[src/ooo_pkg.sv]
package ooo_pkg;

    // Core sizes
    localparam int xlen      = 32;
    localparam int arch_regs = 32;
    localparam int phys_regs = 64;
    localparam int rob_depth = 16;

    typedef logic [xlen-1:0]               word_t;
    typedef logic [$clog2(arch_regs)-1:0]  arch_reg_t;
    typedef logic [$clog2(phys_regs)-1:0]  phys_tag_t;
    typedef logic [$clog2(rob_depth)-1:0]  rob_idx_t;

    // Micro-op opcodes, passed through to issue untouched
    typedef enum logic [3:0] {
        op_add,
        op_sub,
        op_and,
        op_or,
        op_xor,
        op_sll,
        op_srl,
        op_load,
        op_store,
        op_branch
    } uop_op_e;

endpackage

[src/dispatch.sv]
`timescale 1ns/1ps

module dispatch (
    input  logic               clk,
    input  logic               arst_n,
    input  logic               in_fire,
    input  ooo_pkg::uop_op_e   in_op,
    input  logic               in_eoi,
    input  ooo_pkg::word_t     in_imm,
    input  logic               in_use_imm,
    input  ooo_pkg::word_t     in_pc,
    input  logic               src1_rdy,
    input  logic               src2_rdy,
    input  ooo_pkg::phys_tag_t src1_tag,
    input  ooo_pkg::phys_tag_t src2_tag,
    input  ooo_pkg::word_t     src1_val,
    input  ooo_pkg::word_t     src2_val,
    input  ooo_pkg::phys_tag_t new_tag,
    input  ooo_pkg::rob_idx_t  rob_tail,
    output logic               out_valid,
    output ooo_pkg::uop_op_e   out_op,
    output logic               out_eoi,
    output logic               op1_rdy,
    output ooo_pkg::phys_tag_t op1_tag,
    output ooo_pkg::word_t     op1_val,
    output logic               op2_rdy,
    output ooo_pkg::phys_tag_t op2_tag,
    output ooo_pkg::word_t     op2_val,
    output ooo_pkg::phys_tag_t out_dest_tag,
    output ooo_pkg::word_t     out_pc,
    output ooo_pkg::rob_idx_t  out_rob_entry
);
    import ooo_pkg::*;

    always_ff @(posedge clk or negedge arst_n) begin
        if (!arst_n) begin
            out_valid <= 1'b0;
        end else begin
            out_valid <= in_fire;   // One-cycle pulse per accepted uop
        end
    end

    always_ff @(posedge clk) begin
        if (in_fire) begin
            out_op        <= in_op;
            out_eoi       <= in_eoi;
            op1_rdy       <= src1_rdy;
            op1_tag       <= src1_tag;
            op1_val       <= src1_val;
            // Immediate operand is always ready
            op2_rdy       <= in_use_imm ? 1'b1 : src2_rdy;
            op2_tag       <= in_use_imm ? phys_tag_t'(0) : src2_tag;
            op2_val       <= in_use_imm ? in_imm : src2_val;
            out_dest_tag  <= new_tag;
            out_pc        <= in_pc;
            out_rob_entry <= rob_tail;   // Slot being filled this edge
        end
    end

endmodule

[config.mk]
export PLATFORM = sky130hd
export DESIGN_NAME = dispatch
export DESIGN_NICKNAME = d
export VERILOG_FILES = /design/src/ooo_pkg.sv /design/src/dispatch.sv
export SDC_FILE = /design/constraint.sdc
export NUM_CORES = 1
export LEC_CHECK = 0
export BUFFER_PORTS_ARGS = -buffer_cell sky130_fd_sc_hd__buf_4
export CAP_MARGIN = 40
export CORE_AREA = 4 4 110 112
export DETAILED_ROUTE_END_ITERATION = 10
export DIE_AREA = 0 0 114 116
export GPL_TIMING_DRIVEN = 0
export PLACE_DENSITY = 0.79
export SYNTH_ARGS = -nofsm -noshare
export SYNTH_HDL_FRONTEND = slang
export SYNTH_SLANG_ARGS = --single-unit
[constraint.sdc]
create_clock -name clk -period 0.8 [get_ports clk]
set_input_delay 0.16 -clock clk [delete_from_list [all_inputs] [get_ports clk]]
set_output_delay 0.16 -clock clk [all_outputs]
set_load 0.01 [all_outputs]
# After elaboration in Yosys (flattened, before gate mapping)
# Index checks and enable logic that the tools add are counted.
# word_totals
regBits	126
input_bits	161
# classes
mux	1
# ops
operator	n
2-to-1 mux 32 bit	1

# Depth between registers and ports, before layout
# logic_depth
ltp_word	1
mapped_depth	3
ltp_nobuf	1

# Worst setup path before layout
# No wires, ideal clock.
# synth_path
kind	in2reg
start	input port in_use_imm
end	register op2_val[26] (data pin)
t_arrival_ps	695
stages	3
required_ps	540
n_path_buf	2
path_slack_ps	-156
cell_sequence	buf_6 buf_6 mux2_4
# synth_via
elab_chain_len	1
# synth_rtl
item	line	text
from (decl)	dispatch.sv:10	input logic in_use_imm,
2-to-1 mux 32 bit	dispatch.sv:53	op2_val <= in_use_imm ? in_imm : src2_val;
to (signal assigned)	dispatch.sv:53	
to (decl)	dispatch.sv:28	output ooo_pkg::word_t op2_val,
# No other way between the ends.
# A chain may end at the register's enable or synchronous reset.

# Worst setup path in the final report
# layout_path
start	register out_pc[10]
end	output port out_pc[10]
# layout_lines
item	line	text
from (decl)	dispatch.sv:30	output ooo_pkg::word_t out_pc,
from (signal assigned)	dispatch.sv:55	out_pc <= in_pc;
# No word-level cell between the ends.

==> flow_metrics.py <==
metrics = {
    "outcome": {
        "status": "finished with violations",
        "violations": "setup timing",
    },
    "layout": {
        "layout-drive-gt1-share": 0.609,
        "multiInputGateArea_um2": 490,
        "fillers": 619,
        "syn_to_final_growth_pct": 103,
        "nets": 722,
        "ff_latch_area_mm2": 0.00378,
        "antenna_cells": 0,
        "stdcell_area_mm2": 0.00861,
    },
    "timing": {
        "fmax_mhz": 882,
        "setup_viol": 126,
        "timing.final.ws_setup_ps": -334,
        "fin_setup_tns_ps": -34840,
        "worstMarginPinSlew_ps": 354,
        "period_needed_ps": 1130,
        "drv_slew": 0,
        "hold_viol_final": 0,
        "finalCritPeriodShare": 1.42,
        "rsz0062_at_grt": "yes",
        "whs_ps": 28.6,
        "slew_headroom": 0.764,
    },
    "floorplan": {
        "die_x_um": 114,
        "pin_count": 287,
        "start_util": 0.377,
        "die_h_um": 116,
        "row_count": 39,
        "core_area_mm2": 0.0112,
        "die_area_mm2": 0.0132,
    },
    "synthesis": {
        "synth_simple_gate_area_frac": 0.0103,
        "ys_types": 8,
        "synth_top_family_by_area": "multiplexers",
        "syn_nets": 330,
        "synthAdderAreaFrac": 0,
        "synth-seq-cells": 126,
        "yosysSeqAreaShare": 0.893,
        "yosys-mux-area-fraction": 0.0878,
        "syn_area_mm2": 0.00423,
        "syn_area_per_cell_um2": 25.0,
        "synth_compound_area_frac": 0,
        "syn-instance-count": 169,
        "synth_xor_area_frac": 0,
        "synth_warnings": 0,
    },
    "grt": {
        "met2_usage": 0.375,
        "grt_pass1_vias": 3550,
        "grt_pass1_wl_um": 19300,
        "grtUsageTotal": 0.200,
        "antenna_found_initial": 0,
        "grt_max_degree": 65,
        "grt_util_met3": 0.0710,
        "grt.met1_usage": 0.203,
        "overflow": 0,
        "busiest_layer": "met2",
    },
    "clock_tree": {
        "cts_root_buf": "clkbuf_16",
        "cts_buffers": 17,
        "cts_buffer_depth": 2,
        "cts_num_sinks": 126,
        "cts_tree": "built",
        "path_clk_slew_ps": 60,
        "htreeDepth": 4,
        "post-cts-setup-buffers": 0,
    },
    "worst_setup_path": {
        "slowest_stage": "edfxtp_1",
        "cp_max_fo": 1,
        "path_cells": "buf_6",
        "end_kind": "output pin",
        "cp.required_ps": 640,
        "critPathKind": "flip-flop to output pin",
        "critPathTopFamily": "flip-flops",
        "crit_buf_inv": 1,
        "arrival_ps": 970,
        "critPathLaunchType": "flip-flop",
        "max_stage_delay_ps": 430,
    },
    "power": {
        "ir_drop_mv": 1.37,
        "p_per_area_mw_per_mm2": 2190,
        "power_leakage_nw": 3.70,
        "finalPower_mw": 18.9,
    },
    "hold_path": {
        "worstHoldStart": "src2_rdy",
        "worstHoldEndpoint": "op2_rdy",
        "hold-path-cell-count": 2,
        "hp-class": "input pin to flip-flop",
    },
    "place": {
        "numPortBuffers": 285,
        "dp_hpwl_um": 8760,
        "postPlaceCellArea_mm2": 0.00669,
        "gp_congestion": 0.731,
    },
    "route": {
        "ant_nets": 0,
        "via_count": 3197,
        "viasPerCell": 4.47,
        "drt-initial-drc-count": 160,
        "wl_per_cell_um": 19.5,
        "drc_errors": 0,
        "drtPass1Iterations": 4,
        "totalWireLength_um": 14000,
    },
    "flow_run": {
        "drv_cap": 0,
    },
}
-- cell usage in the layout (no fill, tap or decap), types with 3 or more instances in the layout --
cell	count
clkinv_1	3
clkbuf_16	17
dlygate4sd3_1	87
buf_6	116
buf_4	168
clkinv_2	3
buf_12	4
bufinv_16	4
nor2b_1	6
edfxtp_1	125
mux2_2	9
mux2_4	23
-- registers in the layout, indices dropped and copies added (netlist names) --
signal,cells
out_rob_entry,4
out_op,4
op2_tag,6
op1_tag,6
op2_rdy,1
out_eoi,1
op2_val,32
op1_val,32
op1_rdy,1
out_valid,1
out_pc,32
out_dest_tag,6
-- metrics by stage --
step / utilization / cells / setup slack (ps)
final: 0.767 / 716 / -334
after global routing: 0.767 / 716 / -371
after CTS: 0.756 / 716 / -333
after detailed placement: 0.596 / 598 / -749
after global placement: 0.594 / 597 / -900
after floorplan: - / 169 / -143
-- final cells by class --
type,count,share of cell area
Tap cell,143,0.0208
Clock buffer,18,0.0498
Buffer,4,0.00872
Timing Repair Buffer,373,0.405
Multi-Input combinational cell,39,0.0570
Sequential cell,126,0.439
Clock inverter,13,0.0199
-- report_power, final --
group / internal (mW) / switching, mW
clock network: 5.16 / 2.71
registers: 7.90 / 0.272
logic: 1.88 / 0.961
-- routing by layer --
layer / wire, um / share of wire
met5: 0 / 0
met4: 262 / 0.019
met3: 1230 / 0.088
met2: 7870 / 0.56
met1: 4610 / 0.33
-- cell usage after synthesis, drive strengths merged --
master,count,area [um2]
edfxtp,125,3750
buf,4,37.5
dfrtp,1,25.0
or2,1,6.26
nor2b,6,37.5
mux2,32,372
-- worst max-delay path by stage --
stage / endpoint / startpoint / cells past startpoint
finish: out_pc[10] / out_pc[10] / 1
detailed placement: out_pc[8] / in_fire / 2
floorplan: op2_val[26] / in_use_imm / 3
global route: op1_rdy / op1_rdy / 1
global placement: op1_val[16] / in_fire / 1
CTS: out_rob_entry[0] / out_rob_entry[0] / 1
-- what timing repair did --
item,4_1_cts,5_1_grt
hold buffers,87,0
resized for setup,85,34
setup endpoints to repair,189,126
hold endpoints to repair,87,0
-- cells by family (layout without fill, tap and decap cells) --
family / count (synthesis) / after routing
buffers and inverters: 4 / 408
flip-flops: 126 / 126
multiplexers: 32 / 32
AND/OR/NAND/NOR: 7 / 7
(Power assumes the default switching activity.)
