--- src/ooo_pkg.sv ---
package ooo_pkg;

    // Core sizes
    localparam int xlen      = 32;
    localparam int arch_regs = 32;
    localparam int phys_regs = 64;
    localparam int rob_depth = 16;

    typedef logic [xlen-1:0]               word_t;
    typedef logic [$clog2(arch_regs)-1:0]  arch_reg_t;
    typedef logic [$clog2(phys_regs)-1:0]  phys_tag_t;
    typedef logic [$clog2(rob_depth)-1:0]  rob_idx_t;

    // Micro-op opcodes, passed through to issue untouched
    typedef enum logic [3:0] {
        op_add,
        op_sub,
        op_and,
        op_or,
        op_xor,
        op_sll,
        op_srl,
        op_load,
        op_store,
        op_branch
    } uop_op_e;

endpackage

--- src/phys_regfile.sv ---
`timescale 1ns/1ps

module phys_regfile (
    input  logic               clk,
    input  logic               arst_n,
    input  ooo_pkg::phys_tag_t src1_tag,
    input  ooo_pkg::phys_tag_t src2_tag,
    input  logic               alloc_valid,
    input  ooo_pkg::phys_tag_t alloc_tag,
    input  logic               wb_valid,
    input  ooo_pkg::phys_tag_t wb_tag,
    input  ooo_pkg::word_t     wb_value,
    output logic               src1_rdy,
    output logic               src2_rdy,
    output ooo_pkg::word_t     src1_val,
    output ooo_pkg::word_t     src2_val
);
    import ooo_pkg::*;

    word_t                regs [phys_regs];
    logic [phys_regs-1:0] rdy;

    logic src1_hit;
    logic src2_hit;

    // Same-cycle writeback forwarding
    assign src1_hit = wb_valid && (wb_tag == src1_tag);
    assign src2_hit = wb_valid && (wb_tag == src2_tag);

    assign src1_rdy = src1_hit ? 1'b1 : rdy[src1_tag];
    assign src2_rdy = src2_hit ? 1'b1 : rdy[src2_tag];
    assign src1_val = src1_hit ? wb_value : regs[src1_tag];
    assign src2_val = src2_hit ? wb_value : regs[src2_tag];

    always_ff @(posedge clk or negedge arst_n) begin
        if (!arst_n) begin
            for (int i = 0; i < phys_regs; i++) begin
                rdy[i] <= (i < arch_regs);   // Only the identity-mapped tags hold state
            end
        end else begin
            if (alloc_valid) begin
                rdy[alloc_tag] <= 1'b0;
            end
            if (wb_valid) begin
                rdy[wb_tag] <= 1'b1;
            end
        end
    end

    // Architectural state reads as zero out of reset
    always_ff @(posedge clk or negedge arst_n) begin
        if (!arst_n) begin
            for (int i = 0; i < phys_regs; i++) begin
                regs[i] <= '0;
            end
        end else if (wb_valid) begin
            regs[wb_tag] <= wb_value;
        end
    end

    // A tag still in the free list can't be producing a result
    a_alloc_wb_disjoint: assert property (
        @(posedge clk) disable iff (!arst_n)
        (alloc_valid && wb_valid) |-> alloc_tag != wb_tag
    );

endmodule

--- config.mk ---
export PLATFORM = sky130hd
export DESIGN_NAME = phys_regfile
export DESIGN_NICKNAME = d
export VERILOG_FILES = /design/src/ooo_pkg.sv /design/src/phys_regfile.sv
export SDC_FILE = /design/constraint.sdc
export NUM_CORES = 2
export LEC_CHECK = 0
export BUFFER_PORTS_ARGS = -buffer_cell sky130_fd_sc_hd__buf_2
export CAP_MARGIN = 20
export CORE_MARGIN = 1
export CORE_UTILIZATION = 50
export DETAILED_ROUTE_END_ITERATION = 6
export GPL_ROUTABILITY_DRIVEN = 0
export PLACE_DENSITY_LB_ADDON = 0.1
export SKIP_LAST_GASP = 1
export SLEW_MARGIN = 20
export SYNTH_ARGS = -nofsm -noshare
export SYNTH_HDL_FRONTEND = slang
export SYNTH_SLANG_ARGS = --single-unit
--- constraint.sdc ---
create_clock -name clk -period 4.7 [get_ports clk]
set_clock_uncertainty 0.15 [all_clocks]
set_input_delay 0.705 -clock clk [delete_from_list [all_inputs] [get_ports clk]]
set_output_delay 0.705 -clock clk [all_outputs]
set_load 0.05 [all_outputs]
# ---- Word level (Yosys, flattened, before mapping)
# Index checks and enable logic that the tools add are counted.
dict set report totals {
  register_bits 2112
  inputBits 60
  output_inout_bits 66
  word_cells 111
}
dict set report op_classes {
  n_lt_le_gt_ge 10
  n_eq_ne 2
  muxes 23
  n_bitwise 6
  reduce_logical 5
}
# cell n
set ops {}
lappend ops {{bitwise mux 2048 bit} 1}
lappend ops {{binary-select mux 32 bit (select 6 bit)} 2}
lappend ops {{two-way mux 32 bit} 7}
lappend ops {{demux 32 bit (select 6 bit)} 1}
lappend ops {{two-way mux 64 bit} 2}
lappend ops {{AND 64 bit} 1}
lappend ops {{NOT 64 bit} 1}
lappend ops {{OR 64 bit} 1}
lappend ops {{less-than comparator 6 x 7 -> 1 bit, second input constant} 4}
lappend ops {{>= comparator 7 bit, second input constant} 3}
lappend ops {{NOT 6 -> 7 bit} 3}
lappend ops {{binary-select mux 1 bit (select 6 bit)} 2}
lappend ops {{demux 1 bit (select 6 bit)} 2}
lappend ops {{equality test 6 bit} 2}
lappend ops {{>= comparator 6 x 1 -> 1 bit, second input constant} 2}
lappend ops {{less-than comparator 7 x 1 -> 1 bit, second input constant} 1}
lappend ops {{two-way mux 1 bit} 6}
lappend ops {{logical AND 1 bit} 5}

# ---- Depth between registers and ports, before layout
dict set report logic_depth {
  word_depth 9
  depth_mapped 12
  depth_no_buf 6
}

# ---- Least setup slack after synthesis
# No wires, ideal clock.
dict set report synth_path {
  kind {input port to output port}
  from {input src1_tag[1]}
  to {output src1_val[24]}
  arrival_time_ns 2.953
  required_time_ns 3.845
  path_slack_ns 0.892
  cell_stages 10
  n_path_buf 5
  path_cell_list {buf_4 -> buf_6 -> buf_6 -> buf_2 -> buf_2 -> mux4_2 -> o31ai_1 -> nor3_1 -> nand2_1 -> o221ai_1}
}
dict set report synth_via {
  elab_chain_cells 5
  elab_cells_between_ends 7
  cone_classes {1 x eq/ne; 4 x mux; 1 x bitwise; 1 x reduce/logical}
}
# item line
set synth_rtl {}
lappend synth_rtl {{start, declared} phys_regfile.sv:6} ;# input ooo_pkg::phys_tag_t src1_tag,
lappend synth_rtl {{NOT 6 -> 7 bit (implied by the code)} phys_regfile.sv:32} ;# assign src1_val = src1_hit ? wb_value : regs[src1_tag];
lappend synth_rtl {{binary-select mux 32 bit (select 6 bit)} phys_regfile.sv:32}
lappend synth_rtl {{two-way mux 32 bit (implied by the code) (2 in a row)} phys_regfile.sv:32}
lappend synth_rtl {{two-way mux 32 bit *} phys_regfile.sv:32}
lappend synth_rtl {{end, declared} phys_regfile.sv:15} ;# output ooo_pkg::word_t src1_val,
# Mark *: on every way between the ends. The rest lies on a longest branch, timed or not. The select of a mux whose other input is x is not followed.

# ---- Final worst setup path
dict set report layout_path {
  from {input src1_tag[1]}
  to {output src1_val[16]}
}
# Same word-level chain as after synthesis.

==> summary.md <==
| Metric | Value |
|---|---|
| XOR/XNOR Fraction of Synth Area | `0.0009259` |
| Routed length per instance | `40.29 microns` |
| Via density per instance | `7.134` |
| Cell Pwr Density | `401.7 mW/mm^2` |
| Fill count | `17856` |
| Min-Delay Endpoint | `rdy[58]` |
| Vias in the first global route | `77944` |
| Routed vias | `77289` |
| Arr. time, crit path | `3790 ps` |
| Mux cell area share after synthesis | `0.4313` |
| GR Util All Layers | `0.3831` |
| First-pass GRT wire length | `617.4 mm` |
| IO Count | `126` |
| Largest family of logic cells by synthesized area | `multiplexers` |
| Highest-count cells in the layout ignoring fill and taps | `mux2_2, dfrtp_1, mux4_2` |
| Post-route cell area | `0.1286 sq mm` |
| CP Launch Type | `input pin` |
| GR Overflow Total | `0` |
| Post-Synth Simple-Gate Area | `0.02352` |
| Number of synthesized flops with an enable pin | `0` |
| Layout Nets | `7683` |
| Status | `finished with violations` |
| DP Area | `0.1203 sq mm` |
| Synthesis-to-finish area growth | `13.31%` |
| Root buf cell | `clkbuf_16` |
| Post-Syn Area | `0.1135 sq mm` |
| CTS tree | `built` |
| Syn_area_per_cell | `14.95 sq um` |
| Final Hold Vio Count | `0` |
| Yosys cell types | `70` |
| Final non-filler cell total | `10834` |
| Slew headroom | `0.1410` |
| DR pass1 iterations | `7` |
| WP depth | `9` |
| R2r worst-path depth | `3` |
| Worst Path Buf+Inv | `4` |
| Inst Count DP | `10376` |
| Hold_sp | `alloc_tag[0]` |
| Synth async-reset ratio | `1.000` |
| Synth Net Count | `7654` |
| DIE HEIGHT | `478.5 microns` |
| Min cycle time layout | `4640 ps` |
| P_leak | `0.05678 uW` |
| CP Max Fanout | `18` |
| Crit end category | `primary output` |
| Most common cell after layout, fill and taps aside | `mux2_2` |
| Total power | `51670 uW` |
| Failing checks | `DRC` |
| Uppermost layer routed | `met5` |
| Worst-Margin Slew | `1285 ps` |
| Fraction of layout cells with a size suffix above 1 | `0.5435` |
| DR WL met2 | `196.8 mm` |
| Largest net degree at the start of global routing | `143` |
| Syn. warnings | `0` |
| Drt total wl | `436.5 mm` |
| Die extent in x | `478.5 microns` |
| Metal3 WL | `39.66 mm` |
| Final Setup Violations | `0` |
| Max stage delay on crit path | `990 ps` |
| Worst hold path class | `input pin to flip-flop` |
| Synth Area in Adders | `0` |
| Mapped Cells | `7594` |
| #FFs+latches synth | `2112` |
| Crit path kind | `input pin to primary output` |
| HPWL Detailed | `265.5 mm` |
| Hold path cells | `3` |
| Final slew viol count | `0` |
| Top FF cell, synth | `dfrtp_1` |
| Worst R2R Start | `rdy[56]` |
| Critical-path cell list | `buf_8 > xor2_1 > nor4_2 > buf_12 > nor2_4 > buf_4 > a32oi_1 > nand2_1 > buf_2` |
| Reg-to-reg setup timing slack | `3310 ps` |
| Starting Density | `0.5043` |
| Final period util | `0.9873` |
| Die area | `0.2289 sq mm` |
| # Max-Cap Violations | `0` |
| CP required | `3850 ps` |
| Critical R2R Capture | `rdy[56]` |
| Slowest CP cell | `nor2_4` |
| Compound-cell area share of the yosys netlist | `0.04202` |
| CTS H-Tree Depth | `4` |
| RSZ-0062 raised after global routing | `no` |
| Sequential fraction of the synthesis area | `0.4659` |
| Clk Latency, worst-skew pair | `880 ps` |
| Fmax | `215.5 MHz` |
| Initial antenna violation count | `35` |
| Num rows | `174` |
| Worst vdd rail ir drop | `406.5 uV` |
| Cts bufs inserted | `230` |
| DRC | `20` |
| Clk slew on worst S/H paths | `60 ps` |
| I/O Buffers | `125` |
| WHS | `45.70 ps` |
| Core box area | `0.2251 sq mm` |
| Bufs on Longest Clock Path | `3` |
| Worst path top cell family by delay | `simple AND/OR/NAND/NOR gates` |
| Initial drt markers | `9153` |
| CTS sink count | `2112` |
| Post-Route M1 WL | `169.2 mm` |
| Routed Antenna Nets | `0` |
report_power, final:
| group | internal, uW | total [uW] | switching [uW] |
|---|---|---|---|
| combinational | 5030 | 9320 | 4290 |
| clock | 11800 | 19800 | 7970 |
| sequential | 20700 | 22600 | 1890 |
synthesized netlist by cell type, types with 33 or more instances:
| master | n | area share |
|---|---|---|
| nand2_1 | 236 | 0.0078 |
| o21ai_0 | 183 | 0.0081 |
| nand3_1 | 69 | 0.0030 |
| dfrtp_1 | 2080 | 0.46 |
| nand4_1 | 33 | 0.0018 |
| mux2_2 | 2125 | 0.21 |
| o22ai_1 | 88 | 0.0048 |
| mux2i_1 | 217 | 0.019 |
| mux4_2 | 971 | 0.19 |
| a21oi_1 | 56 | 0.0025 |
| buf_6 | 41 | 0.0041 |
| buf_4 | 50 | 0.0033 |
| nor2_1 | 123 | 0.0041 |
| clkbuf_1 | 433 | 0.014 |
| a22oi_1 | 170 | 0.011 |
| buf_2 | 247 | 0.011 |
kinds of logic after synthesis:
logic type                count (synthesis)
buffers and inverters                   833
and+or+nand+nor                         577
xor gates and xnor gates                 12
AOI/OAI and AO/OA                       702
muxes                                  3358
DFF                                    2112
per-layer routing:
layer  vias up  track usage
li1      29584            -
met1     42102       0.5084
met2      4343       0.5739
met3      1238      0.08922
met4        22       0.2333
met5         -            0
sequential cells by signal, summed over array words and instances, names as in the netlist:
| signal | count |
|---|---|
| regs | 2048 |
| rdy | 64 |
worst min-delay path, delay by kind of cell:
family / cells / cell delay (ps)
compound gates: 2 / 170
buf+inv: 1 / 180
area by class of cell:
type                            count  area [sq um]  share of cell area
Inverter                           12         50.05           0.0003891
Clock buffer                      330          6837             0.05315
Tap cell                         2992          3744             0.02910
Sequential cell                  2112         52890              0.4112
Multi-Input combinational cell   4649         57130              0.4442
Antenna cell                       26         65.06           0.0005058
Clock inverter                     95          1374             0.01068
Timing Repair Buffer              618          6535             0.05081
worst max-delay path by stage:
| stage | start | end | slack [ps] |
|---|---|---|---|
| after detailed placement | src1_tag[1] | src1_val[16] | -40 |
| after CTS | src1_tag[0] | src1_val[15] | 10 |
| final | src1_tag[1] | src1_val[16] | 60 |
| after global routing | src1_tag[0] | src1_val[15] | 30 |
| after floorplan | src1_tag[1] | src1_val[24] | 890 |
| after global placement | src1_tag[1] | src1_val[14] | -70 |
stage by stage:
stage	utilization	TNS (ps)	worst slack (ps)
after floorplan	-	0	891.9
after global placement	0.5340	-72.98	-72.98
after detailed placement	0.5343	-38.93	-38.93
after CTS	0.5711	0	14.90
after global routing	0.5712	0	29.17
final	0.5714	0	59.68
timing repair:
item,CTS,global route
endpoints found under the setup margin,1,1
resized for setup,0,1
buffers inserted,2,0
cloned,0,0
endpoints found under the hold margin,35,0
hold buffers,5,0
pin swaps,1,0
(Power assumes the default switching activity.)
