--- config.mk ---
export PLATFORM = sky130hd
export DESIGN_NAME = reorder_buffer
export DESIGN_NICKNAME = d
export VERILOG_FILES = /design/src/ooo_pkg.sv /design/src/reorder_buffer.sv
export SDC_FILE = /design/constraint.sdc
export NUM_CORES = 1
export LEC_CHECK = 0
export BUFFER_PORTS_ARGS = -buffer_cell sky130_fd_sc_hd__buf_2
export CORE_MARGIN = 10
export CORE_UTILIZATION = 52
export CTS_CLUSTER_SIZE = 14
export DETAILED_ROUTE_END_ITERATION = 7
export PLACE_DENSITY_LB_ADDON = 0.25
export SLEW_MARGIN = 10
export SYNTH_ARGS = -nofsm -noshare
export SYNTH_HDL_FRONTEND = slang
export SYNTH_SLANG_ARGS = --single-unit
export TNS_END_PERCENT = 50
--- constraint.sdc ---
create_clock -name clk -period 3.7 [get_ports clk]
set_input_delay 0.74 -clock clk [delete_from_list [all_inputs] [get_ports clk]]
set_output_delay 0.74 -clock clk [all_outputs]
set_load 0.03 [all_outputs]
--- src/ooo_pkg.sv ---
package ooo_pkg;

    // Core sizes
    localparam int xlen      = 32;
    localparam int arch_regs = 32;
    localparam int phys_regs = 64;
    localparam int rob_depth = 16;

    typedef logic [xlen-1:0]               word_t;
    typedef logic [$clog2(arch_regs)-1:0]  arch_reg_t;
    typedef logic [$clog2(phys_regs)-1:0]  phys_tag_t;
    typedef logic [$clog2(rob_depth)-1:0]  rob_idx_t;

    // Micro-op opcodes, passed through to issue untouched
    typedef enum logic [3:0] {
        op_add,
        op_sub,
        op_and,
        op_or,
        op_xor,
        op_sll,
        op_srl,
        op_load,
        op_store,
        op_branch
    } uop_op_e;

endpackage

--- src/reorder_buffer.sv ---
`timescale 1ns/1ps

module reorder_buffer (
    input  logic               clk,
    input  logic               arst_n,
    input  logic               in_fire,
    input  ooo_pkg::arch_reg_t in_dest,
    input  ooo_pkg::phys_tag_t new_tag,
    input  ooo_pkg::phys_tag_t old_tag,
    input  logic               in_except,
    input  logic               wb_valid,
    input  ooo_pkg::rob_idx_t  wb_rob_entry,
    output ooo_pkg::rob_idx_t  rob_tail,
    output logic               rob_full,
    output logic               commit_valid,
    output ooo_pkg::arch_reg_t commit_dest_arch,
    output ooo_pkg::phys_tag_t commit_dest_tag,
    output ooo_pkg::phys_tag_t commit_old_tag,
    output logic               commit_except
);
    import ooo_pkg::*;

    logic [rob_depth-1:0] valid;
    logic [rob_depth-1:0] done;

    // Payload captured at rename
    arch_reg_t ent_dest [rob_depth];
    phys_tag_t ent_new  [rob_depth];
    phys_tag_t ent_old  [rob_depth];
    logic      ent_exc  [rob_depth];

    rob_idx_t                    head;
    rob_idx_t                    tail;
    logic [$clog2(rob_depth):0]  count;

    assign rob_tail = tail;
    assign rob_full = (count == ($clog2(rob_depth)+1)'(rob_depth));

    // Head retires once its result is back
    assign commit_valid     = valid[head] && done[head];
    assign commit_dest_arch = ent_dest[head];
    assign commit_dest_tag  = ent_new[head];
    assign commit_old_tag   = ent_old[head];
    assign commit_except    = ent_exc[head];

    always_ff @(posedge clk or negedge arst_n) begin
        if (!arst_n) begin
            valid <= '0;
            done  <= '0;
            head  <= '0;
            tail  <= '0;
            count <= '0;
        end else begin
            if (wb_valid) begin
                done[wb_rob_entry] <= 1'b1;
            end
            if (commit_valid) begin
                valid[head] <= 1'b0;
                head        <= head + 1'b1;
            end
            if (in_fire) begin
                valid[tail] <= 1'b1;
                done[tail]  <= 1'b0;
                tail        <= tail + 1'b1;
            end
            case ({in_fire, commit_valid})
                2'b10:   count <= count + 1'b1;
                2'b01:   count <= count - 1'b1;
                default: count <= count;
            endcase
        end
    end

    always_ff @(posedge clk) begin
        if (in_fire) begin
            ent_dest[tail] <= in_dest;
            ent_new[tail]  <= new_tag;
            ent_old[tail]  <= old_tag;
            ent_exc[tail]  <= in_except;
        end
    end

    // One writeback per in-flight uop
    a_wb_live_entry: assert property (
        @(posedge clk) disable iff (!arst_n)
        wb_valid |-> (valid[wb_rob_entry] && !done[wb_rob_entry])
    );

endmodule

### Yosys cells after proc, flatten, opt, wreduce, memory -nomap -nowiden

Memory sizes are Yosys's and may differ from the RTL's.
Cells that the tools add are included.

| storage, ports and cells | value |
|---|---|
| register bits after elaboration | 45 |
| RAM bits | 288 |
| bits of input ports | 26 |
| output and inout bits | 24 |
| word-level logic and storage cells | 50 |
| memories kept | 4 |

Memories:

| memory | words | bits a word | read ports | clocked after memory_dff | wr ports | RTL line | RTL |
|---|---|---|---|---|---|---|---|
| ent_new | 16 | 6 | 1 | 0 | 1 | reorder_buffer.sv:28 | `phys_tag_t ent_new [rob_depth];` |
| ent_old | 16 | 6 | 1 | 0 | 1 | reorder_buffer.sv:29 | `phys_tag_t ent_old [rob_depth];` |
| ent_dest | 16 | 5 | 1 | 0 | 1 | reorder_buffer.sv:27 | `arch_reg_t ent_dest [rob_depth];` |
| ent_exc | 16 | 1 | 1 | 0 | 1 | reorder_buffer.sv:30 | `logic ent_exc [rob_depth];` |

| cells by class | value |
|---|---|
| add/subtract/negate cells | 4 |
| magnitude comparators | 6 |
| equality and inequality tests | 3 |
| muxes and demuxes | 17 |
| bitwise logic cells | 6 |
| reduce and logical (&&, ||, !) cells | 5 |

Operators with widths:

| cell | number |
|---|---|
| $mux 16 | 4 |
| $and 16x16->16 | 2 |
| $not 16->16 | 2 |
| $or 16x16->16 | 2 |
| $lt 4x5->1 const B | 3 |
| $demux 1 s4 | 3 |
| $ge 4x1->1 const B | 3 |
| $pmux 5 s2 | 1 |
| $add 4x1->4 const B | 2 |
| $bmux 1 s4 | 2 |
| $mux 1 | 7 |
| $add 5x1->5 const B | 1 |
| $eq 5x5->1 const B | 1 |
| $sub 5x1->5 const B | 1 |
| $logic_and 1x1->1 | 4 |
| $eq 2x1->1 const B | 1 |
| $eq 2x2->1 const B | 1 |
| $reduce_bool 2->1 | 1 |

### Logic depth before layout (Yosys ltp)

| logic depth | value |
|---|---|
| word-level depth | 9 |
| gate-level depth with buffers | 16 |
| gate-level depth less buffers | 13 |

### Worst setup path after synthesis

OpenSTA, ideal clock, no wires.

| timing path | value |
|---|---|
| path kind | flip-flop to flip-flop |
| start | register head[1] |
| end | register count[4] |
| library setup time | 79 ps |
| data arrival time | 3245 ps |
| data required time | 3621 ps |
| slack | 376 ps |
| stages on the path, launching flop included | 15 |
| path buffers | 2 |
| period minus slack after synthesis | 3324 ps |
| path through | dfrtp_1 > buf_6 > mux4_2 > a211o_1 > a31oi_4 > inv_1 > ha_1 > clkbuf_1 > xor2_1 > ha_1 > nor4bb_1 > a21oi_1 > o22a_1 > nor2_1 > xor2_1 |

| on the way | value |
|---|---|
| word-level cells in the longest chain between the ends | 5 |
| elaborated cells between the ends (all ways) | 9 |
| classes of those cells | 2 x eq/ne; 5 x mux; 2 x reduce/logical |

RTL lines:

| element | RTL line | RTL |
|---|---|---|
| start, declared | reorder_buffer.sv:32 | `rob_idx_t head;` |
| start signal, assigned | reorder_buffer.sv:59 | `head <= head + 1'b1;` |
| $bmux 1 s4 | reorder_buffer.sv:40 | `assign commit_valid = valid[head] && done[head];` |
| $mux 1 (not written as such) | reorder_buffer.sv:40 |  |
| $logic_and 1x1->1 * | reorder_buffer.sv:40 |  |
| net commit_valid | reorder_buffer.sv:15 | `output logic commit_valid,` |
| $eq 2x1->1 or $eq 2x2->1 (tied branches) | reorder_buffer.sv:66 | `case ({in_fire, commit_valid})` |
| $pmux 5 s2 or $reduce_bool 2->1 (tied branches) | n/a |  |
| end signal, assigned | reorder_buffer.sv:67 | `2'b10: count <= count + 1'b1;` |
| end signal, assigned | reorder_buffer.sv:68 | `2'b01: count <= count - 1'b1;` |
| end signal, assigned | reorder_buffer.sv:69 | `default: count <= count;` |
| end, declared | reorder_buffer.sv:34 | `logic [$clog2(rob_depth):0] count;` |

The timed path passes the listed nets; every way through them passes the cells marked *. The select of a mux whose other input is x is not followed.
A chain may end at the register's enable or synchronous reset.

### Worst setup path after layout

| timing path | value |
|---|---|
| start | register head[1] |
| end | output commit_old_tag[2] |

| on the way | value |
|---|---|
| word-level cells in the longest chain between the ends | 1 |

RTL lines:

| element | RTL line | RTL |
|---|---|---|
| $mem_v2 16x6 | n/a |  |
| end, declared | reorder_buffer.sv:18 | `output ooo_pkg::phys_tag_t commit_old_tag,` |

Every way passes these cells.

==> impl_results.md <==
- CTS tree: done
- IO Port Bufs: 49
- FILL cells: 1770
- Pwr Total: 12580 µW
- First-pass GRT wire length: 43660 µm
- Reg power frac: 39.9%
- Yosys warning count: 0
- Reg2reg setup slack: 200 ps
- Setup total negative slack: 0 ps
- Clk_skew: 16.26 ps
- Buffer levels on the longest clock path: 3
- Gpl congestion: 0.8602
- Critical path's top delay family: multiplexers
- Cell count after synthesis: 642
- Clock power frac: 25.7%
- Pre-antenna DRT Iters: 6
- Reg2reg end: count[4]
- Detailed-placement wirelength estimate: 16070 µm
- Hold-fix buffers, CTS: 0
- P&R area growth vs syn: 14.30%
- Mean post-synth cell area: 20.73 µm²
- DR vias: 6671
- Worst-path cell chain: buf_4 -> mux4_2 -> mux4_2 -> buf_2
- R2R cell count: 12
- WS Path Type: flip-flop to output port
- Maximum fanout along the worst path: 42
- Post-Syn Area: 13310 µm²
- CP Depth: 4
- Status: finished, final reports clean
- Synth async-reset ratio: 13.51%
- Hold slack final: 407.7 ps
- Net Switching: 4053 µW
- Relative slew slack: 31.98%
- Die area: 32400 µm²
- # rows: 58
- Final hold vios: 0
- Final std cells w/o fill: 1089
- Drt drc: 0
- Initial DRC Count: 650
- Max Cap Viol: 0
- H-tree depth: 2
- Post-DRT Antenna Nets: 0
- Worst skew pair latency: 510 ps
- Placeable Area: 25180 µm²
- Total GRT Usage: 17.62%
- Root buffer cell: clkbuf_16
- Final wirelength: 28550 µm
- Worst Hold Class: input port to asynchronous set/reset pin
- Vias in the first global route: 7030
- RSZ-0062 raised after global routing: false
- Vias/cell: 6.126
- Internal power: 8529 µW
- Final setup margin: 111.5 ps
- Initial antenna violation count: 2
- Die Width: 180.0 µm
- Flops & latches, synth: 333
- WP buf/inv: 2
- Placed Cells: 1020
- Synth cell types: 43
- Syn_nets: 679
- Logic gate share of total power: 34.4%
- Slowest cell delay on critical path: 590 ps
- Pwr dens: 827.0 nW/µm²
- Num CTS Buffers: 35
- Crit path time final: 3588 ps
- Sw frac: 32.21%
- Final worst-path cycle share: 96.99%
- Worst IR Drop VDD: 0.0006736 V
- Nets: 770
- Largest net degree at the start of global routing: 49
- Initial Utilization: 52.86%
- Clock slew at reported path FFs: 60 ps
- Most numerous cell on the critical path: mux4_2
- Fmax: 278.7 MHz
- Crit end category: output port
- Io pins: 50
- Grt total ovfl: 0
- Chip Height: 180.0 µm
- Setup WS pre-CTS: 204.8 ps
- Number of synthesized flops with an enable pin: 288
- Crit Reg-Reg Startpoint: head[1]
- Share of layout cells above drive strength 1: 31.04%
- Leakage: 0.005211 µW
- Worst Setup Start Kind: flip-flop
- Sequential fraction of the synthesis area: 73.43%
- DR WL/cell: 26.22 µm
- Most used DFF post-synth: edfxtp_1
- Final Setup Violations: 0
- Slew at the pin with the worst max-slew slack: 1020 ps
- Worst Path Required: 2960 ps
- Crit path DAT: 2850 ps
- Crit path to: commit_old_tag[2]
- Clock Sinks: 333
- Max Slew Vio Count: 0
- CP max-delay cell: dfrtp_4
- CP Launch Point: head[1]
[synthesized netlist by cell type, types with 2 or more instances]
library cell | count | area [µm²]
edfxtp_1 | 288 | 8648
mux4_2 | 98 | 2207
dfrtp_1 | 45 | 1126
nor2_1 | 22 | 82.58
a21oi_1 | 17 | 85.08
and2_1 | 17 | 106.4
buf_2 | 14 | 70.07
nand2b_1 | 13 | 81.33
o21ai_1 | 12 | 60.06
ha_1 | 11 | 137.6
inv_1 | 11 | 41.29
nand2_1 | 10 | 37.54
clkbuf_1 | 8 | 30.03
and3_1 | 6 | 37.54
mux2i_1 | 6 | 60.06
xor2_1 | 6 | 52.55
nand3_1 | 5 | 25.02
nand4_1 | 5 | 31.28
xnor2_1 | 5 | 43.79
a21o_1 | 4 | 30.03
a31oi_1 | 4 | 25.02
inv_2 | 3 | 11.26
mux2_1 | 3 | 33.78
mux2_2 | 3 | 33.78
o21ai_0 | 3 | 15.01
a211o_1 | 2 | 17.52
buf_6 | 2 | 22.52
nor2b_1 | 2 | 12.51
nor3_1 | 2 | 10.01
nor4_1 | 2 | 12.51
[how the worst min path moves through the flow]
| stage | startpoint | endpoint | slack, ps | cells past startpoint |
|---|---|---|---|---|
| after floorplan | count[4] | count[4] | 430 | 1 |
| after global placement | count[4] | count[4] | 450 | 1 |
| after detailed placement | count[4] | count[4] | 450 | 1 |
| after CTS | arst_n | done[12] | 440 | 1 |
| after global routing | count[4] | count[4] | 470 | 1 |
| final | arst_n | count[3] | 410 | 1 |
[what timing repair did]
| action | in CTS | in global routing |
|---|---|---|
| gates resized for setup | 1 | 1 |
| setup endpoints to repair | 4 | 4 |
| endpoints found under the hold margin | 0 | 0 |
| buffers inserted | 0 | 6 |
| pin swaps | 0 | 0 |
[sequential cells by signal (all words and copies together) (netlist names)]
name and count:
valid 16, ent_old 96, ent_dest 80, rob_tail 4, ent_new 96, done 16
count 5, ent_exc 16, head 4
[metal layers]
metal	up-vias	track usage [%]	part of all wire (%)
met4	2	4.631	2.0
met5	-	0	0.053
met1	3565	23.22	41
met3	53	3.936	6.5
met2	236	29.11	50
li1	2815	-	-
[area by class of cell]
cell class              count  area, µm²  share of cell area [%]
flip-flops and latches    333       9782                   64.30
repair buffers             80      544.3                   3.578
diodes                      2      5.005                 0.03290
well taps                 330      412.9                   2.714
clock buffers              45      954.7                   6.275
clock inverters            16      110.1                  0.7237
inverters                  14      52.55                  0.3454
multi-input cells         269       3352                   22.03
[power groups by stage]
stage / clock [µW] / combinational (µW) / sequential [µW]
floorplan: 0 / 3250 / 4950
global placement: 0 / 4240 / 5070
detailed placement: 0 / 4310 / 5100
CTS: 3290 / 4330 / 5030
global route: 3460 / 4670 / 5070
finish: 3240 / 4330 / 5010
[logic make-up (layout without fill, tap and decap cells)]
kind of cell               Yosys count  in the layout  synth area share, %
xor gates and xnor gates            11             11               0.7238
muxes                              111            111                17.65
AOI/OAI and AO/OA                   47             47                2.171
other                                0              2                    0
buffers and inverters               40            155                1.401
adders and majority gates           11             11                1.034
and+or+nand+nor                     89             89                3.582
DFF                                333            333                73.43
[worst register-to-register path, cell delays in order, from the launching register on]
cell,delay [ps]
dfrtp_4,590
mux4_2,560
a211o_1,370
a31oi_4,230
inv_1,110
ha_1,290
xor2_1,210
ha_2,230
nor4bb_1,280
a21oi_1,70
o22a_1,200
nor2_1,120
xor2_1,150
[cells in the final DEF, fill, tap and decap left out, types with 3 or more instances in the layout]
cell,count
clkbuf_16,36
mux2i_1,6
clkbuf_1,7
dfrtp_1,43
nand3_1,5
mux4_2,98
a21oi_1,17
nand4_1,5
nand2b_1,13
edfxtp_1,288
and2_1,17
inv_2,3
o21ai_0,3
a21o_1,4
a31oi_1,4
and3_1,6
nor2_1,22
buf_4,25
buf_2,49
inv_1,11
mux2_1,3
xor2_1,6
xnor2_1,5
clkinv_1,8
mux2_2,3
ha_1,10
nand2_1,10
buf_12,5
clkinv_2,5
o21ai_1,12
[metrics by stage]
step,utilization [%],area (µm²)
2_1_floorplan,-,13310
3_3_place_gp,55.96,14090
6_report,60.41,15210
5_1_grt,60.39,15210
3_5_place_dp,55.96,14090
4_1_cts,60.21,15160
Note: power is estimated with default switching activity, not from simulation.
