`config.mk`:
```
export PLATFORM = sky130hd
export DESIGN_NAME = rename_map
export DESIGN_NICKNAME = d
export VERILOG_FILES = /design/src/ooo_pkg.sv /design/src/rename_map.sv
export SDC_FILE = /design/constraint.sdc
export NUM_CORES = 1
export LEC_CHECK = 0
export BUFFER_PORTS_ARGS = -buffer_cell sky130_fd_sc_hd__buf_2
export CORE_ASPECT_RATIO = 1.25
export CORE_MARGIN = 2
export CORE_UTILIZATION = 63
export CTS_CLUSTER_DIAMETER = 40
export DETAILED_ROUTE_END_ITERATION = 8
export PLACE_DENSITY = 0.79
export SYNTH_ARGS = -nofsm -noshare
export SYNTH_HDL_FRONTEND = slang
export SYNTH_SLANG_ARGS = --single-unit
export TNS_END_PERCENT = 1
```
`constraint.sdc`:
```
create_clock -name clk -period 4.6 [get_ports clk]
set_clock_uncertainty 0.05 [all_clocks]
set_input_delay 0.23 -clock clk [delete_from_list [all_inputs] [get_ports clk]]
set_output_delay 0.23 -clock clk [all_outputs]
set_load 0.005 [all_outputs]
```
`src/ooo_pkg.sv`:
```
package ooo_pkg;

    // Core sizes
    localparam int xlen      = 32;
    localparam int arch_regs = 32;
    localparam int phys_regs = 64;
    localparam int rob_depth = 16;

    typedef logic [xlen-1:0]               word_t;
    typedef logic [$clog2(arch_regs)-1:0]  arch_reg_t;
    typedef logic [$clog2(phys_regs)-1:0]  phys_tag_t;
    typedef logic [$clog2(rob_depth)-1:0]  rob_idx_t;

    // Micro-op opcodes, passed through to issue untouched
    typedef enum logic [3:0] {
        op_add,
        op_sub,
        op_and,
        op_or,
        op_xor,
        op_sll,
        op_srl,
        op_load,
        op_store,
        op_branch
    } uop_op_e;

endpackage

```
`src/rename_map.sv`:
```
`timescale 1ns/1ps

module rename_map (
    input  logic               clk,
    input  logic               arst_n,
    input  logic               in_valid,
    input  ooo_pkg::arch_reg_t in_src1,
    input  ooo_pkg::arch_reg_t in_src2,
    input  ooo_pkg::arch_reg_t in_dest,
    input  logic               rob_full,
    input  logic               commit_valid,
    input  ooo_pkg::phys_tag_t commit_old_tag,
    output logic               in_ready,
    output logic               in_fire,
    output ooo_pkg::phys_tag_t src1_tag,
    output ooo_pkg::phys_tag_t src2_tag,
    output ooo_pkg::phys_tag_t new_tag,
    output ooo_pkg::phys_tag_t old_tag,
    output logic               alloc_valid,
    output ooo_pkg::phys_tag_t alloc_tag
);
    import ooo_pkg::*;

    // Register alias table
    phys_tag_t rat [arch_regs];

    // Free list, circular over all physical tags
    phys_tag_t                   fl [phys_regs];
    phys_tag_t                   fl_head;
    phys_tag_t                   fl_tail;
    logic [$clog2(phys_regs):0]  fl_count;   // 0 to 64

    logic fl_pop;
    logic fl_push;

    assign in_ready = (fl_count != '0) && !rob_full;
    assign in_fire  = in_valid && in_ready;

    assign fl_pop  = in_fire;
    assign fl_push = commit_valid;   // Old tag is free once its overwriter commits

    // Sources see the mapping before this uop's own dest update
    assign src1_tag = rat[in_src1];
    assign src2_tag = rat[in_src2];
    assign old_tag  = rat[in_dest];
    assign new_tag  = fl[fl_head];

    assign alloc_valid = in_fire;
    assign alloc_tag   = new_tag;

    always_ff @(posedge clk or negedge arst_n) begin
        if (!arst_n) begin
            for (int i = 0; i < arch_regs; i++) begin
                rat[i] <= phys_tag_t'(i);   // Identity map
            end
        end else if (in_fire) begin
            rat[in_dest] <= new_tag;
        end
    end

    always_ff @(posedge clk or negedge arst_n) begin
        if (!arst_n) begin
            // Tags above the architectural ones start out free, ascending
            for (int i = 0; i < phys_regs; i++) begin
                if (i < phys_regs - arch_regs) begin
                    fl[i] <= phys_tag_t'(i + arch_regs);
                end else begin
                    fl[i] <= '0;
                end
            end
            fl_head  <= '0;
            fl_tail  <= phys_tag_t'(phys_regs - arch_regs);
            fl_count <= ($clog2(phys_regs)+1)'(phys_regs - arch_regs);
        end else begin
            if (fl_push) begin
                fl[fl_tail] <= commit_old_tag;
                fl_tail     <= fl_tail + 1'b1;   // Wraps at 64
            end
            if (fl_pop) begin
                fl_head <= fl_head + 1'b1;
            end
            case ({fl_push, fl_pop})
                2'b10:   fl_count <= fl_count + 1'b1;
                2'b01:   fl_count <= fl_count - 1'b1;
                default: fl_count <= fl_count;
            endcase
        end
    end

    // Commits can never return more tags than exist
    a_fl_no_overflow: assert property (
        @(posedge clk) disable iff (!arst_n)
        fl_push |-> fl_count != ($clog2(phys_regs)+1)'(phys_regs)
    );

endmodule

```
Word level (Yosys, flattened, before mapping)
Index checks and enable logic that the tools add are counted.
- register bits after elaboration: 595
- output and inout bits: 33
- logic and storage cells: 143
- add/subtract/negate cells: 4
- magnitude comparators: 7
- equality and inequality tests: 2
- mux-type cells: 19
- bitwise operators: 5
- reduce and logical (&&, ||, !) cells: 7
- operators by type and width (kind ; number):
    $bwmux W384 ; 1
    $bwmux W192 ; 1
    $bmux W6 S5 ; 3
    $mux W6 ; 10
    $bmux W6 S6 ; 1
    $demux W6 S6 ; 1
    $demux W6 S5 ; 1
    $ge A6 B6 Y1 const B ; 3
    $not A5 Y6 ; 3
    $ge A7 B7 Y1 const B ; 2
    $not A6 Y7 ; 2
    $pmux W7 S2 ; 1
    $add A6 B1 Y6 const B ; 2
    $add A7 B1 Y7 const B ; 1
    $lt A7 B1 Y1 const B ; 1
    $reduce_bool A7 Y1 ; 1
    $sub A7 B1 Y7 const B ; 1
    $lt A6 B1 Y1 const B ; 1
    $logic_and A1 B1 Y1 ; 4
    $eq A2 B1 Y1 const B ; 1
    $eq A2 B2 Y1 const B ; 1
    $reduce_bool A2 Y1 ; 1
    $logic_not A1 Y1 ; 1

Longest topological paths before layout
Gate-level depths: netlist of run 1.
- word-level depth: 6
- depth in mapped cells: 12

Worst setup path after synthesis of run 1
No wires, ideal clock.
- path kind: reg-to-reg
- start: register fl_count[2]
- end: register fl_count[6]
- setup time: 81 ps
- arrival time: 3333 ps
- path slack: 1136 ps
- stages on the path, launching flop included: 13
- path buffers: 2
- clock period less this slack: 3464 ps
- path through: dfrtp_1 > buf_2 > nor4_1 > a21oi_1 > ha_1 > clkbuf_1 > xor2_1 > ha_1 > and3b_1 > o21ai_0 > a2111oi_0 > o311ai_0 > xnor2_1
- word-level cells in the longest chain between the ends: 5
- elaborated cells on any way between the ends: 9
- those cells by class: add/sub: 2; eq/ne: 2; mux: 1; reduce/logical: 4
- RTL lines (item ; RTL line ; RTL):
    start, declared ; rename_map.sv:31 ; logic [$clog2(phys_regs):0] fl_count;
    start signal, assigned ; rename_map.sv:73 ; fl_count <= ($clog2(phys_regs)+1)'(phys_regs - arch_regs);
    start signal, assigned ; rename_map.sv:83 ; 2'b10: fl_count <= fl_count + 1'b1;
    start signal, assigned ; rename_map.sv:84 ; 2'b01: fl_count <= fl_count - 1'b1;
    $reduce_bool A7 Y1 (*) ; rename_map.sv:36 ; assign in_ready = (fl_count != '0) && !rob_full;
    $logic_and A1 B1 Y1 (*) ; rename_map.sv:36 ;
    $logic_and A1 B1 Y1 (*) ; rename_map.sv:37 ; assign in_fire = in_valid && in_ready;
    net alloc_valid ; rename_map.sv:19 ; output logic alloc_valid,
    $eq A2 B1 Y1 / $eq A2 B2 Y1 (equally long branches) ; rename_map.sv:82 ; case ({fl_push, fl_pop})
    $pmux W7 S2 / $reduce_bool A2 Y1 (equally long branches) ; n/a ;
The timed path passes the listed nets; every way through them passes the cells marked *.
A chain may end at the register's enable or synchronous reset.

Worst setup path after layout of run 1
- start: register fl_head[0]
- end: output alloc_tag[3]
- word-level cells in the longest chain between the ends: 4
- RTL lines (item ; RTL line ; RTL):
    start, declared ; rename_map.sv:29 ; phys_tag_t fl_head;
    start signal, assigned ; rename_map.sv:80 ; fl_head <= fl_head + 1'b1;
    $not A6 Y7 (not written as such) ; rename_map.sv:46 ; assign new_tag = fl[fl_head];
    $bmux W6 S6 ; rename_map.sv:46 ;
    $mux W6 (not written as such) (2 in series) ; rename_map.sv:46 ;
    end, declared ; rename_map.sv:20 ; output ooo_pkg::phys_tag_t alloc_tag
Every way passes these cells. The select of a mux whose other input is x is not followed.

==> results of run 1 <==
==> synthesized netlist by cell type (8+ instances only) <==
master    count  area, µm²
dfstp_2     194       5100
o21ai_0     134        671
nand3_1       8       40.0
nand2_1     280       1050
dfrtp_1     401      10000
buf_1        24       90.1
nor2b_1       9       56.3
a22oi_1      33        248
buf_4        12       90.1
buf_2        34        170
a22o_1        9       78.8
o21ai_1      61        305
inv_1        12       45.0
nor2_1       45        169
mux2_2      409       4610
nand4_1      14       87.6
xnor2_1      12        105
clkbuf_1    117        439
mux2i_1      46        460
mux4_2      240       5410
==> layout make-up <==
| type | instances | share of cell area |
|---|---|---|
| clock buffers | 92 | 0.0615 |
| well taps | 637 | 0.0237 |
| diodes | 2 | 0.000149 |
| clock inverters | 45 | 0.0162 |
| inverters | 12 | 0.00134 |
| multi-input cells | 1415 | 0.425 |
| flip-flops and latches | 595 | 0.450 |
| repair buffers | 104 | 0.0222 |
==> flip-flops by register name, indices dropped and copies added, names as in the netlist <==
name,cells
rat,192
fl_count,7
fl_head,6
fl,384
fl_tail,6
==> layout by cell type (no fill, tap or decap), types with 11 or more instances in the layout <==
cell / synthesis / final
buf_4: 12 / 40
clkinv_2: 0 / 12
clkbuf_16: 0 / 79
buf_2: 34 / 54
dfstp_2: 194 / 194
dfrtp_1: 401 / 398
inv_6: 0 / 11
o21ai_0: 134 / 134
mux4_2: 240 / 240
inv_1: 12 / 12
nand4_1: 14 / 14
o21ai_1: 61 / 61
mux2i_1: 46 / 46
xnor2_1: 12 / 12
a22oi_1: 33 / 33
nand2_1: 280 / 280
nor2_1: 45 / 45
mux2_2: 409 / 409
==> logic make-up (layout without fill, tap and decap cells) <==
kind of cell	count (synthesis)	count (layout)
buffers and inverters	205	253
AO/OA/AOI/OAI	306	306
other	0	2
adder cells (fa/ha/maj)	5	5
flip-flops	595	595
XOR/XNOR	19	19
multiplexers	695	695
AND/OR/NAND/NOR	390	390
==> layer usage <==
layer / part of all wire / global-route usage
met1: 0.36 / 0.386
met2: 0.51 / 0.538
met3: 0.066 / 0.0564
met4: 0.060 / 0.184
met5: 0.00013 / 0
==> metrics by stage <==
stage	worst slack, ps	std cells	util	power (µW)	hold slack, ps
after CTS	413	2900	0.710	22600	278
after global routing	290	2900	0.710	23500	331
after global placement	875	2761	0.655	15900	304
after detailed placement	647	2761	0.655	16400	321
final	415	2902	0.710	22500	200
after floorplan	1140	2215	-	14000	-116
==> power breakdown <==
group	total, µW	switching [µW]	internal [µW]	leakage [µW]
combinational	7370	3750	3620	0.00557
clock	6110	2360	3750	0.00129
sequential	9070	1490	7570	0.00744
==> final timing paths <==
path / from / depth (start not counted) / endpoint
max: fl_head[0]$_DFFE_PN0P_ / 8 / alloc_tag[3]
min: arst_n / 2 / rat[90]$_DFFE_PN0P_
max reg2reg: fl_count[3]$_DFFE_PN0P_ / 10 / fl_count[6]$_DFFE_PN0P_
min reg2reg: fl_count[6]$_DFFE_PN0P_ / 1 / fl_count[6]$_DFFE_PN0P_
max in group asynchronous: arst_n / 3 / fl[180]$_DFFE_PN0P_
min in group clk: in_dest[2] / 6 / rat[79]$_DFFE_PN1P_
==> worst reg2reg max path, cell delays in order (launching register included) <==
cell and delay [ps]:
dfrtp_1 470, nor3_1 780, a21oi_1 500, ha_1 480
xor2_1 200, ha_1 230, and3b_1 200, o21ai_0 280
a2111oi_0 160, o311ai_0 430, xnor2_1 160
==> reports/qor.txt, run 1 <==
Outcome - finished, final reports clean
CTS buffer count - 74
CTS resizes - 0
Routed len/inst - 26.7 µm
Mapped Nets - 2246
DRC errors left - 0
Placeable Area - 47300 µm²
Clock root cell - clkbuf_16
Post-synthesis async set-or-reset flop share - 1.00
Worst Path Required - 4320 ps
Vias per cell - 6.75
Filler Cell Count - 3016
Pwr/cell area - 671 nW/µm²
Top_reg_cell synth - dfrtp_1
Clock Latency Late Sink - 610 ps
Placement-stage cell area - 31000 µm²
TNS Setup - 0 ps
Pre-antenna DRT Iters - 5
Die Y - 249 µm
Count of final setup violators - 0
Largest family of logic cells by synthesized area - multiplexers
Min-Delay Path Class - primary input to asynchronous set/reset pin
Xor-xnor portion of the synthesized cell area - 0.00549
CP cell instances - buf_4 > mux4_2 > a22oi_1 > nand4_1 > a32oi_2 > buf_4 > inv_1 > buf_2
Gpl congestion - 0.937
First-pass GRT wire length - 122 mm
Register Area - 15100 µm²
Max cap viols - 0
Longest Clk Path Bufs - 3
CTS tree - done
Area of the multi-input gates - 14300 µm²
FF+latch count, synth - 595
Cell Area, Synth - 30300 µm²
Most used cell, CP - buf_4
H-tree level count - 3
Initial DRC Count - 1639
Syn_area_per_cell - 13.7 µm²
Initial antenna violation count - 2
Synth Area in Compound Gates - 0.0636
Crit end category - output pin
Static leakage - 0.0143 µW
Worst-path fanout max - 33
Crit path kind - register to output pin
Synth Warn # - 0
Max-slew violations - 0
Worst path slowest cell - dfrtp_4
DIE WIDTH - 200 µm
Seq/Total Area, Yosys - 0.500
Actual slew at the worst max-slew pin - 1310 ps
Initial Util - 0.640
Clock period minus worst slack - 4180 ps
Fmax - 239 MHz
Number of flops mapped to enable cells by yosys - 0
Setup slack, reg-to-reg - 610 ps
Final net count - 2233
VDD IR max - 0.429 mV
Clock Pin Slew Worst Setup and Hold Paths - 60 ps
Dpl hpwl - 50.4 mm
Unique masters post-synth - 53
Final WL - 77.6 mm
Cell row count - 89
PortBufs - 58
Post-DRT Antenna Nets - 0
Largest net degree at the start of global routing - 127
Slew HR - 0.124
Multiplexer share of the synthesized area - 0.346
RSZ-0062 raised after global routing - no
Crit path largest cell delay - 770 ps
Family with the most delay on the worst path - buffers and inverters
Via count - 19587
CP Launch Type - register
I/O Pins - 59
CP arrival - 3900 ps
GR Overflow Total - 0
Total GRT Usage - 0.318
Die area - 49900 µm²
Vias in the first global route - 20595
Post-Synth Simple-Gate Area - 0.0537
Share of layout cells above drive strength 1 - 0.482
Fin area - 33600 µm²
Adder-Cell Fraction of Synth Area - 0.00207
Number of buffers added for setup after CTS - 0
Post-CTS Hold Buffers - 2
Area Growth Syn to Fin - 11.0%
Final Cycle Share - 0.910
Crit path buffers/inverters - 4
Fin. Hold Viols - 0
Cells after synthesis - 2215
Clock Sink Count - 595
Power figures use the tool's default switching activity.
==> run 2, diff against run 1 <==
--- a/config.mk
+++ b/config.mk
@@ -8,10 +8,10 @@
 export BUFFER_PORTS_ARGS = -buffer_cell sky130_fd_sc_hd__buf_2
 export CORE_ASPECT_RATIO = 1.25
 export CORE_MARGIN = 2
-export CORE_UTILIZATION = 63
+export CORE_UTILIZATION = 30
 export CTS_CLUSTER_DIAMETER = 40
 export DETAILED_ROUTE_END_ITERATION = 8
-export PLACE_DENSITY = 0.79
+export PLACE_DENSITY = 0.43
 export SYNTH_ARGS = -nofsm -noshare
 export SYNTH_HDL_FRONTEND = slang
 export SYNTH_SLANG_ARGS = --single-unit
==> run 2 against run 1 <==
  * Global-route usage fell by 13 points
  * Sequential share of layout area down 3.2 points
  * Combinational power increased by 5.0%
  * Sequential power shrank 0.4%
  * Critical path depth is 1 lower
  * Register-to-register slack better by 360 ps
  * Design area grew 7.6%
  * Flip-flop and latch count is the same
  * Clock power rose by 47%
  * Hold slack worse by 86 ps
  * Die area increased by 110%
  * Largest power group unchanged
==> reports/qor.txt, run 2 (synthesis results as in run 1) <==
Fin area - 36200 µm²
Placement-stage cell area - 31900 µm²
Die area - 104000 µm²
Gpl congestion - 0.829
Filler Cell Count - 9572
Flip-flop count of the largest register after layout - 384
CTS buffer count - 119
Placeable Area - 100000 µm²
Dpl hpwl - 62.2 mm
Die Y - 359 µm
I/O Pins - 59
Count of final setup violators - 0
Switching Share - 0.327
Clock root cell - clkbuf_16
Via count - 19384
Initial Util - 0.302
CTS tree - done
Worst-path fanout max - 26
Worst Path Required - 4320 ps
Most flops, register - fl
Max cap viols - 0
TNS Setup - 0 ps
Internal - 17400 µW
Post-DRT Antenna Nets - 0
Initial DRC Count - 1299
GR Overflow Total - 0
N_diodes - 0
Final WL - 93.7 mm
Clk network pwr share - 0.350
PortBufs - 58
Clock Pin Slew Worst Setup and Hold Paths - 50 ps
Leading cell type in the layout, fill and taps excluded - mux2_2
Fin cells - 3674
Fmax - 227 MHz
Final net count - 2282
Reported net switching power - 8430 µW
Crit end category - output pin
DIE WIDTH - 288 µm
Final Cycle Share - 0.956
Fin. Hold Viols - 0
Crit path kind - register to output pin
Static leakage - 0.0151 µW
Largest net degree at the start of global routing - 128
Total GRT Usage - 0.183
Clock Sink Count - 595
VDD IR max - 0.325 mV
Share of layout cells above drive strength 1 - 0.500
Max-slew violations - 0
Slew HR - 0.223
Actual slew at the worst max-slew pin - 1170 ps
RSZ-0062 raised after global routing - no
Initial antenna violation count - 1
H-tree level count - 3
Pre-antenna DRT Iters - 5
DRC errors left - 0
Cell total after placement - 3448
Area of the multi-input gates - 14300 µm²
Register Area - 15100 µm²
Biggest registers after layout - fl: 384 flops, rat: 192 flops, fl_count: 7 flops
CP Launch Type - register
Cell row count - 130
Clock Latency Late Sink - 670 ps
Number of buffers added for setup after CTS - 0
Min-Delay Path Class - primary input to asynchronous set/reset pin
Pwr/cell area - 713 nW/µm²
Vias in the first global route - 20569
Most frequent cells in the layout - mux2_2, dfrtp_1, nand2_1, mux4_2, dfstp_2
Routed len/inst - 25.5 µm
Comb pwr share - 0.300
Worst R2R Path Depth - 7
CTS resizes - 0
CP arrival - 4120 ps
Vias per cell - 5.28
Outcome - finished, final reports clean
Longest Clk Path Bufs - 3
Area Growth Syn to Fin - 19.4%
Share of power burned in registers - 0.350
Clock period minus worst slack - 4400 ps
First-pass GRT wire length - 142 mm
[run 2: metrics by stage]
step / hold slack (ps) / util / total power [µW] / setup slack, ps
2_1_floorplan: -116 / - / 14000 / 1140
3_3_place_gp: 227 / 0.318 / 16700 / 858
3_5_place_dp: 231 / 0.318 / 17000 / 844
4_1_cts: 123 / 0.360 / 26100 / 104
5_1_grt: 124 / 0.360 / 27100 / 186
6_report: 115 / 0.360 / 25800 / 203
[run 2: power by group through the flow]
stage	combinational, µW	sequential (µW)	clock, µW
2_1_floorplan	5620	8410	0
6_report	7740	9030	9010
4_1_cts	7890	9030	9220
5_1_grt	8330	9310	9510
3_5_place_dp	7860	9090	0
3_3_place_gp	7770	8940	0
[run 2: worst paths after layout]
kind / start / to / slack (ps)
max: fl_head[1]$_DFFE_PN0P_ / new_tag[4] / 200
min: arst_n / rat[155]$_DFFE_PN0P_ / 110
max reg2reg: fl_head[1]$_DFFE_PN0P_ / rat[64]$_DFFE_PN1P_ / 970
min reg2reg: fl_count[6]$_DFFE_PN0P_ / fl_count[6]$_DFFE_PN0P_ / 420
max in group asynchronous: arst_n / fl_head[0]$_DFFE_PN0P_ / 2910
min in group clk: commit_old_tag[2] / fl[260]$_DFFE_PN1P_ / 300
[run 2: area by class of cell]
cell class                      count  share of cell area
Clock buffer                      154              0.0913
Clock inverter                     70              0.0254
Inverter                           12             0.00125
Multi-Input combinational cell   1415               0.395
Sequential cell                   595               0.419
Tap cell                         1320              0.0457
Timing Repair Buffer              108              0.0223
[run 2: routing by layer]
metal | vias to the layer above | global-route usage | share of wire
met1 | 10307 | 0.224 | 0.40
met5 | - | 0 | 0.00013
met2 | 497 | 0.326 | 0.53
met3 | 143 | 0.0287 | 0.042
met4 | 2 | 0.0631 | 0.031
li1 | 8435 | - | -
[run 2: worst max-delay path, stage by stage, from the launching register on]
cell      delay, ps
dfrtp_2         650
buf_4           470
mux2i_1         200
mux4_2          520
a221oi_1        780
a32oi_2         260
inv_1           320
buf_2           170
[run 2: repair_timing]
action                                  4_1_cts  5_1_grt
endpoints found under the setup margin        0        0
endpoints found under the hold margin        82        0
hold buffers                                  2        0
